<file path="src/verilog/smpc_pkg.sv">
package smpc_pkg;

	// Command byte; codes outside the list are still legal values
	typedef enum logic [7:0] {
		MSHON   = 8'h00,
		SSHON   = 8'h02,
		SSHOFF  = 8'h03,
		SNDON   = 8'h06,
		SNDOFF  = 8'h07,
		CDON    = 8'h08,
		CDOFF   = 8'h09,
		INTBACK = 8'h10,
		SETTIME = 8'h16,
		SETSMEM = 8'h17,
		NMIREQ  = 8'h18,
		RESENAB = 8'h19,
		RESDISA = 8'h1A
	} cmd_t;

	typedef struct packed {
		logic [3:0] hi;
		logic [3:0] lo;
	} bcd_t;

	typedef logic [4:0]      oreg_addr_t;
	typedef logic [3:0][7:0] ireg_t;   // IREG0 in [0]
	typedef logic [15:0]     wait_t;

	localparam wait_t WAIT_POWER   = 16'd120;
	localparam wait_t WAIT_CD      = 16'd159;
	localparam wait_t WAIT_INTBACK = 16'd500;
	localparam wait_t WAIT_SETTIME = 16'd279;
	localparam wait_t WAIT_MISC    = 16'd127;

	// Byte addresses on the host side, always odd
	localparam logic [6:0] ADDR_IREG0     = 7'h01;
	localparam logic [6:0] ADDR_IREG3     = 7'h07;
	localparam logic [6:0] ADDR_COMREG    = 7'h1F;
	localparam logic [6:0] ADDR_OREG_LAST = 7'h5F;
	localparam logic [6:0] ADDR_SR        = 7'h61;
	localparam logic [6:0] ADDR_SF        = 7'h63;

	localparam logic [7:0] STATUS_YEAR_HI = 8'h20;
	localparam logic [7:0] STATUS_YEAR_LO = 8'h22;
	localparam logic [7:0] STATUS_MONTH   = 8'h01;

	localparam oreg_addr_t OREG_CMD_SLOT = 5'd31;
	localparam logic [2:0] SR_INTBACK_DONE = 3'b010;
	localparam logic [7:0] INTBACK_IREG2_KEY = 8'hF0;

endpackage

</file>
<file path="src/verilog/smpc_host_regs.sv">
module smpc_host_regs (
	input  logic                   CLK,
	input  logic                   RST_N,
	input  logic [5:0]             a,
	input  logic [7:0]             din,
	output logic [7:0]             dout,
	input  logic                   cs_n,
	input  logic                   rw_n,
	output smpc_pkg::cmd_t         comreg,
	output logic                   cmd_pending,
	input  logic                   cmd_ack,
	input  logic                   cmd_done,
	output smpc_pkg::ireg_t        ireg,
	input  logic [2:0]             sr_result,
	output smpc_pkg::oreg_addr_t   oreg_ra,
	input  logic [7:0]             oreg_q
);

	logic       rw_n_old;
	logic       cs_n_old;
	logic       pend;
	logic       sf;
	logic [6:0] byte_addr;
	logic [7:0] rd_data;
	logic       wr_strobe;
	logic       rd_strobe;

	assign byte_addr = {a, 1'b1};
	assign oreg_ra   = a[4:0] - 5'd16;   // OREG index is a minus 16

	assign wr_strobe = !rw_n && rw_n_old && !cs_n;
	assign rd_strobe = !cs_n && cs_n_old && rw_n;

	// Sequencer only starts once the host has raised SF
	assign cmd_pending = pend && sf;

	always_comb begin
		if (byte_addr <= smpc_pkg::ADDR_OREG_LAST)
			rd_data = oreg_q;
		else if (byte_addr == smpc_pkg::ADDR_SR)
			rd_data = {sr_result, 1'b0, ireg[1][7:4]};
		else if (byte_addr == smpc_pkg::ADDR_SF)
			rd_data = {7'b0000000, sf};
		else
			rd_data = 8'h00;
	end

	always_ff @(posedge CLK or negedge RST_N) begin
		if (!RST_N) begin
			rw_n_old <= 1'b1;
			cs_n_old <= 1'b1;
			comreg   <= smpc_pkg::MSHON;
			pend     <= 1'b0;
			sf       <= 1'b0;
			ireg     <= '0;
			dout     <= 8'h00;
		end else begin
			rw_n_old <= rw_n;
			cs_n_old <= cs_n;
			if (cmd_ack)
				pend <= 1'b0;
			if (cmd_done && !pend)   // A queued command keeps SF busy
				sf <= 1'b0;
			if (wr_strobe) begin
				if (byte_addr >= smpc_pkg::ADDR_IREG0 && byte_addr <= smpc_pkg::ADDR_IREG3) begin
					ireg[a[1:0]] <= din;
				end else if (byte_addr == smpc_pkg::ADDR_COMREG) begin
					comreg <= smpc_pkg::cmd_t'(din);
					pend   <= 1'b1;
				end else if (byte_addr == smpc_pkg::ADDR_SF && din[0]) begin
					sf <= 1'b1;
				end
			end
			if (rd_strobe)
				dout <= rd_data;   // Held until next read
		end
	end

endmodule

</file>
<file path="src/verilog/smpc_oreg_ram.sv">
module smpc_oreg_ram (
	input  logic                 CLK,
	input  logic                 oreg_we,
	input  smpc_pkg::oreg_addr_t oreg_wa,
	input  logic [7:0]           oreg_wd,
	input  smpc_pkg::oreg_addr_t oreg_ra,
	output logic [7:0]           oreg_q
);

	// 32 x 8 output registers, written only by the sequencer
	logic [7:0] mem [32];

	always_ff @(posedge CLK) begin
		if (oreg_we)
			mem[oreg_wa] <= oreg_wd;
	end

	assign oreg_q = mem[oreg_ra];   // Async read

endmodule

</file>
<file path="src/verilog/smpc_rtc.sv">
module smpc_rtc #(
	parameter int TICKS_PER_SEC = 4000000
) (
	input  logic           CLK,
	input  logic           RST_N,
	output smpc_pkg::bcd_t sec,
	output smpc_pkg::bcd_t min,
	output smpc_pkg::bcd_t hour,
	output smpc_pkg::bcd_t day
);

	localparam int CNT_W = $clog2(TICKS_PER_SEC + 1);

	logic [CNT_W-1:0] div_cnt;
	logic             tick;

	function automatic smpc_pkg::bcd_t bcd_inc(input smpc_pkg::bcd_t v);
		smpc_pkg::bcd_t r;
		if (v.lo == 4'd9) begin
			r.hi = v.hi + 4'd1;
			r.lo = 4'd0;
		end else begin
			r.hi = v.hi;
			r.lo = v.lo + 4'd1;
		end
		return r;
	endfunction

	always_ff @(posedge CLK or negedge RST_N) begin
		if (!RST_N) begin
			div_cnt <= '0;
			tick    <= 1'b0;
		end else begin
			tick <= 1'b0;
			if (div_cnt == CNT_W'(TICKS_PER_SEC - 1)) begin
				div_cnt <= '0;
				tick    <= 1'b1;
			end else begin
				div_cnt <= div_cnt + 1'b1;
			end
		end
	end

	always_ff @(posedge CLK or negedge RST_N) begin
		if (!RST_N) begin
			sec  <= 8'h00;
			min  <= 8'h00;
			hour <= 8'h00;
			day  <= 8'h01;
		end else if (tick) begin
			if (sec != 8'h59) begin
				sec <= bcd_inc(sec);
			end else begin
				sec <= 8'h00;
				if (min != 8'h59) begin
					min <= bcd_inc(min);
				end else begin
					min <= 8'h00;
					if (hour != 8'h23) begin
						hour <= bcd_inc(hour);
					end else begin
						hour <= 8'h00;
						day  <= (day == 8'h31) ? 8'h01 : bcd_inc(day);   // 01..31
					end
				end
			end
		end
	end

endmodule

</file>
<file path="src/verilog/smpc_cmd_seq.sv">
module smpc_cmd_seq (
	input  logic                 CLK,
	input  logic                 RST_N,
	input  smpc_pkg::cmd_t       comreg,
	input  logic                 cmd_pending,
	output logic                 cmd_ack,
	output logic                 cmd_done,
	input  smpc_pkg::ireg_t      ireg,
	output logic [2:0]           sr_result,
	output logic                 oreg_we,
	output smpc_pkg::oreg_addr_t oreg_wa,
	output logic [7:0]           oreg_wd,
	input  smpc_pkg::bcd_t       sec,
	input  smpc_pkg::bcd_t       min,
	input  smpc_pkg::bcd_t       hour,
	input  smpc_pkg::bcd_t       day,
	input  logic [3:0]           ac,
	output logic                 mshres_n,
	output logic                 mshnmi_n,
	output logic                 sshres_n,
	output logic                 sshnmi_n,
	output logic                 sndres_n,
	output logic                 cdres_n,
	output logic                 mirq_n
);

	typedef enum logic [2:0] {
		ST_IDLE,
		ST_START,
		ST_WAIT,
		ST_EXEC,
		ST_END
	} state_t;

	state_t               state;
	smpc_pkg::cmd_t       cur_cmd;
	smpc_pkg::wait_t      wait_cnt;
	smpc_pkg::oreg_addr_t oreg_cnt;
	smpc_pkg::ireg_t      smem;      // Battery backed bytes
	logic                 resd;
	logic                 ste;
	logic                 intback_ok;

	assign cmd_ack  = (state == ST_IDLE) && cmd_pending;
	assign cmd_done = (state == ST_END);
	assign intback_ok = ireg[2] == smpc_pkg::INTBACK_IREG2_KEY && ireg[0][0];

	assign oreg_we = (state == ST_EXEC);
	assign oreg_wa = (cur_cmd == smpc_pkg::INTBACK) ? oreg_cnt : smpc_pkg::OREG_CMD_SLOT;

	// Status block for INTBACK, otherwise just the command echo
	always_comb begin
		oreg_wd = cur_cmd;
		if (cur_cmd == smpc_pkg::INTBACK) begin
			case (oreg_cnt)
				5'd0:    oreg_wd = {ste, resd, 6'b000000};
				5'd1:    oreg_wd = smpc_pkg::STATUS_YEAR_HI;
				5'd2:    oreg_wd = smpc_pkg::STATUS_YEAR_LO;
				5'd3:    oreg_wd = smpc_pkg::STATUS_MONTH;
				5'd4:    oreg_wd = day;
				5'd5:    oreg_wd = hour;
				5'd6:    oreg_wd = min;
				5'd7:    oreg_wd = sec;
				5'd9:    oreg_wd = {4'b0000, ac};
				5'd10:   oreg_wd = {4'b0011, ~mshnmi_n, 2'b10, ~sndres_n};   // No dot sel, SYSRES
				5'd11:   oreg_wd = {1'b0, ~cdres_n, 6'b000000};
				5'd12:   oreg_wd = smem[0];
				5'd13:   oreg_wd = smem[1];
				5'd14:   oreg_wd = smem[2];
				5'd15:   oreg_wd = smem[3];
				5'd31:   oreg_wd = cur_cmd;
				default: oreg_wd = 8'h00;
			endcase
		end
	end

	always_ff @(posedge CLK or negedge RST_N) begin
		if (!RST_N) begin
			state     <= ST_IDLE;
			cur_cmd   <= smpc_pkg::MSHON;
			wait_cnt  <= '0;
			oreg_cnt  <= '0;
			smem      <= '0;
			resd      <= 1'b1;
			ste       <= 1'b0;
			sr_result <= 3'b000;
			mshres_n  <= 1'b0;
			mshnmi_n  <= 1'b0;
			sshres_n  <= 1'b0;
			sshnmi_n  <= 1'b0;
			sndres_n  <= 1'b0;
			cdres_n   <= 1'b0;
			mirq_n    <= 1'b1;
		end else begin
			case (state)
				ST_IDLE: begin
					if (cmd_pending) begin
						cur_cmd <= comreg;
						state   <= ST_START;
					end
				end
				ST_START: begin
					oreg_cnt <= '0;
					state    <= ST_WAIT;
					case (cur_cmd)
						smpc_pkg::MSHON, smpc_pkg::SSHON, smpc_pkg::SSHOFF,
						smpc_pkg::SNDON, smpc_pkg::SNDOFF:
							wait_cnt <= smpc_pkg::WAIT_POWER;
						smpc_pkg::CDON, smpc_pkg::CDOFF, smpc_pkg::SETSMEM:
							wait_cnt <= smpc_pkg::WAIT_CD;
						smpc_pkg::SETTIME:
							wait_cnt <= smpc_pkg::WAIT_SETTIME;
						smpc_pkg::NMIREQ, smpc_pkg::RESENAB, smpc_pkg::RESDISA:
							wait_cnt <= smpc_pkg::WAIT_MISC;
						smpc_pkg::INTBACK: begin
							wait_cnt <= smpc_pkg::WAIT_INTBACK;
							if (!intback_ok)
								state <= ST_END;
						end
						default: state <= ST_EXEC;   // Unknown code, echo only
					endcase
				end
				ST_WAIT: begin
					wait_cnt <= wait_cnt - 1'b1;
					if (wait_cnt == smpc_pkg::wait_t'(1))
						state <= ST_EXEC;
				end
				ST_EXEC: begin
					state <= ST_END;
					case (cur_cmd)
						smpc_pkg::MSHON:   {mshres_n, mshnmi_n} <= 2'b11;
						smpc_pkg::SSHON:   {sshres_n, sshnmi_n} <= 2'b11;
						smpc_pkg::SSHOFF:  {sshres_n, sshnmi_n} <= 2'b01;
						smpc_pkg::SNDON:   sndres_n <= 1'b1;
						smpc_pkg::SNDOFF:  sndres_n <= 1'b0;
						smpc_pkg::CDON:    cdres_n <= 1'b1;
						smpc_pkg::CDOFF:   cdres_n <= 1'b0;
						smpc_pkg::NMIREQ:  mshnmi_n <= 1'b0;
						smpc_pkg::RESENAB: resd <= 1'b0;
						smpc_pkg::RESDISA: resd <= 1'b1;
						smpc_pkg::SETTIME: ste <= 1'b1;
						smpc_pkg::SETSMEM: smem <= ireg;
						smpc_pkg::INTBACK: begin
							// One status byte per cycle, 32 in all
							oreg_cnt <= oreg_cnt + 1'b1;
							if (oreg_cnt != 5'd31)
								state <= ST_EXEC;
							if (oreg_cnt == 5'd30) begin
								sr_result <= smpc_pkg::SR_INTBACK_DONE;
								mirq_n    <= 1'b0;
							end
						end
						default: ;
					endcase
				end
				ST_END: begin
					if (cur_cmd == smpc_pkg::NMIREQ)
						mshnmi_n <= 1'b1;
					mirq_n <= 1'b1;
					state  <= ST_IDLE;
				end
				default: state <= ST_IDLE;
			endcase
		end
	end

endmodule

</file>
<file path="src/verilog/smpc.sv">
module smpc #(
	parameter int TICKS_PER_SEC = 4000000
) (
	input  logic       CLK,
	input  logic       RST_N,
	input  logic [5:0] a,
	input  logic [7:0] din,
	output logic [7:0] dout,
	input  logic       cs_n,
	input  logic       rw_n,
	input  logic [3:0] ac,
	output logic       mshres_n,
	output logic       mshnmi_n,
	output logic       sshres_n,
	output logic       sshnmi_n,
	output logic       sndres_n,
	output logic       cdres_n,
	output logic       mirq_n
);

	smpc_pkg::cmd_t       comreg;
	smpc_pkg::ireg_t      ireg;
	smpc_pkg::oreg_addr_t oreg_wa;
	smpc_pkg::oreg_addr_t oreg_ra;
	smpc_pkg::bcd_t       sec;
	smpc_pkg::bcd_t       min;
	smpc_pkg::bcd_t       hour;
	smpc_pkg::bcd_t       day;
	logic                 cmd_pending;
	logic                 cmd_ack;
	logic                 cmd_done;
	logic [2:0]           sr_result;
	logic                 oreg_we;
	logic [7:0]           oreg_wd;
	logic [7:0]           oreg_q;

	smpc_host_regs host_regs_inst (
		.CLK, .RST_N, .a, .din, .dout, .cs_n, .rw_n,
		.comreg, .cmd_pending, .cmd_ack, .cmd_done, .ireg,
		.sr_result, .oreg_ra, .oreg_q
	);

	smpc_oreg_ram oreg_ram_inst (
		.CLK, .oreg_we, .oreg_wa, .oreg_wd, .oreg_ra, .oreg_q
	);

	smpc_rtc #(.TICKS_PER_SEC(TICKS_PER_SEC)) rtc_inst (
		.CLK, .RST_N, .sec, .min, .hour, .day
	);

	smpc_cmd_seq cmd_seq_inst (
		.CLK, .RST_N, .comreg, .cmd_pending, .cmd_ack, .cmd_done, .ireg,
		.sr_result, .oreg_we, .oreg_wa, .oreg_wd, .sec, .min, .hour, .day, .ac,
		.mshres_n, .mshnmi_n, .sshres_n, .sshnmi_n, .sndres_n, .cdres_n, .mirq_n
	);

endmodule

</file>
<file path="config.mk">
export PLATFORM = sky130hd
export DESIGN_NAME = smpc
export DESIGN_NICKNAME = d
export VERILOG_FILES = /design/src/verilog/smpc_pkg.sv /design/src/verilog/smpc_host_regs.sv /design/src/verilog/smpc_oreg_ram.sv /design/src/verilog/smpc_rtc.sv /design/src/verilog/smpc_cmd_seq.sv /design/src/verilog/smpc.sv
export SDC_FILE = /design/constraint.sdc
export NUM_CORES = 1
export LEC_CHECK = 0
export ABC_CLOCK_PERIOD_IN_PS = 3280
export BUFFER_PORTS_ARGS = -buffer_cell sky130_fd_sc_hd__buf_2
export CORE_MARGIN = 1.5
export CORE_UTILIZATION = 48
export CTS_CLUSTER_DIAMETER = 80
export DETAILED_ROUTE_END_ITERATION = 10
export GPL_ROUTABILITY_DRIVEN = 0
export PLACE_DENSITY = 0.76
export SLEW_MARGIN = 20
export SYNTH_ARGS = -nofsm -noshare
export SYNTH_HDL_FRONTEND = slang
export SYNTH_HIERARCHICAL = 1
export SYNTH_SLANG_ARGS = --single-unit
export TNS_END_PERCENT = 20
</file>
<file path="constraint.sdc">
create_clock -name CLK -period 3.28 [get_ports CLK]
set_input_delay 0.492 -clock CLK [delete_from_list [all_inputs] [get_ports CLK]]
set_output_delay 0.492 -clock CLK [all_outputs]
set_load 0.05 [all_outputs]
</file>
==> results.ini <==
[run_status]
status = finished, final reports clean

[routing]
vias = 12000
avgViaCountPerCell = 6.17
drt_first_pass_iters = 6
drt_iter0_drc = 1377
drc_errors = 0
ant_nets = 0
totalWireLength_um = 45600
wl_per_cell_um = 23.4

[synthesis]
synthTopCellsByArea = edfxtp_1 39%, dfrtp_1 22%, mux4_2 9.2%, mux2_2 3.2%, mux2_4 2.3%
syn-cell-area_um2 = 19600
yosys.area.top_type = edfxtp_1
async_flop_share_pct = 41.4
synth.top_cell.area_share_pct = 39.2
ys_seq_area_share_pct = 62.4
synth_edf_count = 256
synth_top_flop_cell = edfxtp_1
synth_cell_type_count = 97
yosysMostFrequentCell = edfxtp_1
yosysWarnings = 6
synthCells = 1306
syn-mean-instance-area_um2 = 15.0
synth_common_cells = 256 x edfxtp_1, 176 x dfrtp_1, 84 x nor2_1, 80 x mux4_2, 76 x nand2_1
ys_seq_elements = 437

[setup_path]
r2r_start = cmd_seq_inst/cur_cmd[4]
worst-path-buf-inv = 1
cpMaxStageDelayCell = or4b_1
crit_required_ns = 3.52
cp_slowest_stage_delay_ns = 0.56
ff2ff_path_depth = 5
crit_chain = or4b_1 -> or3_1 -> or3b_2 -> nor2_1 -> buf_4
cpLargestDelayFamily = simple AND/OR/NAND/NOR gates
start_kind = flip-flop
rrSetupSlack_ns = 0.36
crit_fanout = 11
path_class = reg -> reg
worstSetupEndpointType = flip-flop
crit_arrival_ns = 3.16
reg2reg_to = oreg_ram_inst/mem[8][6]

[power]
pwr-share-seq_pct = 49.4
leakage_nw = 8.46
p_sw_mw = 3.05
power_density_nw_per_um2 = 567
p_clk_share_pct = 40.3
p_int_mw = 9.48
vdd_drop_max_mv = 0.370
pwr-share-comb_pct = 10.3
netSwitchingFraction_pct = 24.3

[timing]
finalSetupViolations = 0
max_freq_ghz = 0.342
fin_crit_ns = 2.92
setup_tns_ns = 0
max_slew_margin_pct = 45.3
rsz0062_at_grt = no
clock_skew_ns = 0.0190
report.final.slew_viol_count = 0
setup_ws_ns = 0.358
post-route-period-util_pct = 89.1
finalHoldViolCount = 0
worst_pin_slew_ns = 0.810

[global_routing]
antenna_found_initial = 3
grt_start_max_net_pins = 77
grt_pass1_vias = 11900
grt_usage_pct = 21.8
grt-ovfl-total = 0
grt_pass1_wl_um = 69800

[cells_and_area]
fillers = 3019
syn_to_final_growth_pct = 12.8
final_cells = 1950
nets = 1436
regArea_um2 = 12200
postLayoutCellArea_um2 = 22100
drive_above_1_share_pct = 26.6
multi_input_area_um2 = 6870

[cts]
htreeDepth = 2
clock_latency_ns = 0.55
cts.sinks = 437
clk_pin_slew_ns = 0.06
cts_resized = 0
clk_path_buf_depth = 3
cts_made_buffers = 43
cts_tree = done
cts_root_buffer = clkbuf_16

[placement]
dp.cells = 1869
dpl_cell_area_um2 = 20600
place_hpwl_um = 30500
post-place-ws_ns = 0.315
port_buffers = 36

[floorplan]
start_util_pct = 49.0
die-area_um2 = 42100
dieWidth_um = 205
dieHeight_um = 205
coreArea_um2 = 40000
pin_count = 37
rows = 73

[worst_hold_path]
hp-class = in -> reg
hold_depth = 1
holdCritStartpoint = cs_n
hold_end = host_regs_inst/cs_n_old

[job]
maxCapViolCount = 0

==> stage by stage <==
stage / power (mW) / hold slack, ns / utilization (%)
after floorplan: 7.15 / 0.196 / -
after global placement: 7.52 / 0.443 / 51.6
after detailed placement: 7.56 / 0.447 / 51.6
after CTS: 12.6 / 0.0732 / 55.3
after global routing: 12.9 / 0.0723 / 55.3
final: 12.5 / 0.0921 / 55.3
==> routing by layer <==
| metal | vias to the layer above | routed length (um) | GRT usage, % |
|---|---|---|---|
| met2 | 552 | 22200 | 36.2 |
| met1 | 6180 | 18400 | 29.5 |
| li1 | 5198 | - | - |
| met3 | 103 | 3650 | 3.71 |
| met5 | - | 13 | 0 |
| met4 | 2 | 1310 | 6.78 |
==> state kept, by name, summed over array words and instances, names as in the netlist, 3 cells and up <==
register and count:
rtc_inst/sec 8, rtc_inst/day 8, host_regs_inst/dout 8, host_regs_inst/ireg 32, oreg_ram_inst/mem 256, cmd_seq_inst/wait_cnt 16, cmd_seq_inst/oreg_cnt 5, rtc_inst/min 8
rtc_inst/hour 8, rtc_inst/div_cnt 22, cmd_seq_inst/smem 32, cmd_seq_inst/cur_cmd 8, cmd_seq_inst/state 3, host_regs_inst/comreg 8
==> area by class of cell <==
type,instances,share of cell area (%)
diodes,2,0.0226
flip-flops and latches,437,55.3
inverters,28,0.475
well taps,525,2.97
multi-input cells,776,31.1
clock inverters,23,1.13
repair buffers,104,3.58
clock buffers,55,5.49
==> worst register-to-register path, cell delays in order, from the launching register on <==
cell and delay (ns):
dfrtp_1 0.55, or4b_1 0.56, or3_1 0.52, or3b_2 0.54, nor2_1 0.21, buf_4 0.23
==> logic make-up (layout without fill, tap and decap cells) <==
group / after synthesis / in the layout / share of synthesized area [%]
xor gates and xnor gates: 20 / 20 / 0.894
buffers and inverters: 94 / 210 / 2.69
adders and majority gates: 24 / 24 / 1.53
DFF: 437 / 437 / 62.4
muxes: 190 / 190 / 16.0
other: 1 / 4 / 0.0191
AOI/OAI and AO/OA: 169 / 169 / 5.70
and+or+nand+nor: 371 / 371 / 10.8
==> cell usage in the layout, fill, tap and decap left out, types with 6 or more instances in the layout <==
master	synthesis	final
o31ai_1	7	7
nand3_1	41	41
nor4b_1	7	6
dfrtp_1	176	176
clkbuf_8	0	6
buf_12	4	7
mux2_1	7	7
edfxtp_1	256	256
nor3_1	18	18
xnor2_1	10	10
nor2_1	84	84
or4_1	7	7
ha_1	24	24
clkbuf_16	0	45
clkinv_2	0	11
and4_1	10	10
inv_1	27	27
mux2_2	55	55
nor2b_1	15	15
nand3b_1	10	10
and3_1	9	9
nand4_1	14	14
mux2i_1	18	18
mux4_2	80	80
a21oi_1	42	42
mux2_4	30	30
o21ai_0	41	41
nand2_1	76	76
a31oi_1	7	7
o22ai_1	7	7
xor2_1	10	10
and2_1	6	6
nand2b_1	12	12
buf_4	17	61
buf_2	12	34
a221oi_1	6	6
a21o_1	9	9
or3_1	10	10
==> worst max-delay path by stage <==
stage	from	end	depth (start not counted)
3_3_place_gp	a[0]	host_regs_inst/dout[7]	7
3_5_place_dp	a[0]	host_regs_inst/dout[7]	7
4_1_cts	cmd_seq_inst/cur_cmd[4]	oreg_ram_inst/mem[8][0]	5
6_report	cmd_seq_inst/cur_cmd[4]	oreg_ram_inst/mem[8][6]	5
5_1_grt	cmd_seq_inst/oreg_cnt[0]	oreg_ram_inst/mem[24][4]	7
2_1_floorplan	cmd_seq_inst/oreg_cnt[3]	oreg_ram_inst/mem[0][4]	9
==> power groups by stage <==
stage	sequential [mW]	combinational, mW	clock [mW]
2_1_floorplan	6.33	0.821	0
3_3_place_gp	6.29	1.23	0
4_1_cts	6.19	1.28	5.12
3_5_place_dp	6.30	1.26	0
5_1_grt	6.22	1.40	5.33
6_report	6.20	1.29	5.05
==> what timing repair did <==
action / in CTS / in global routing
setup buffers: 0 / 0
hold buffers: 1 / 0
endpoints found under the hold margin: 1 / 0
Power figures use the tool's default switching activity.
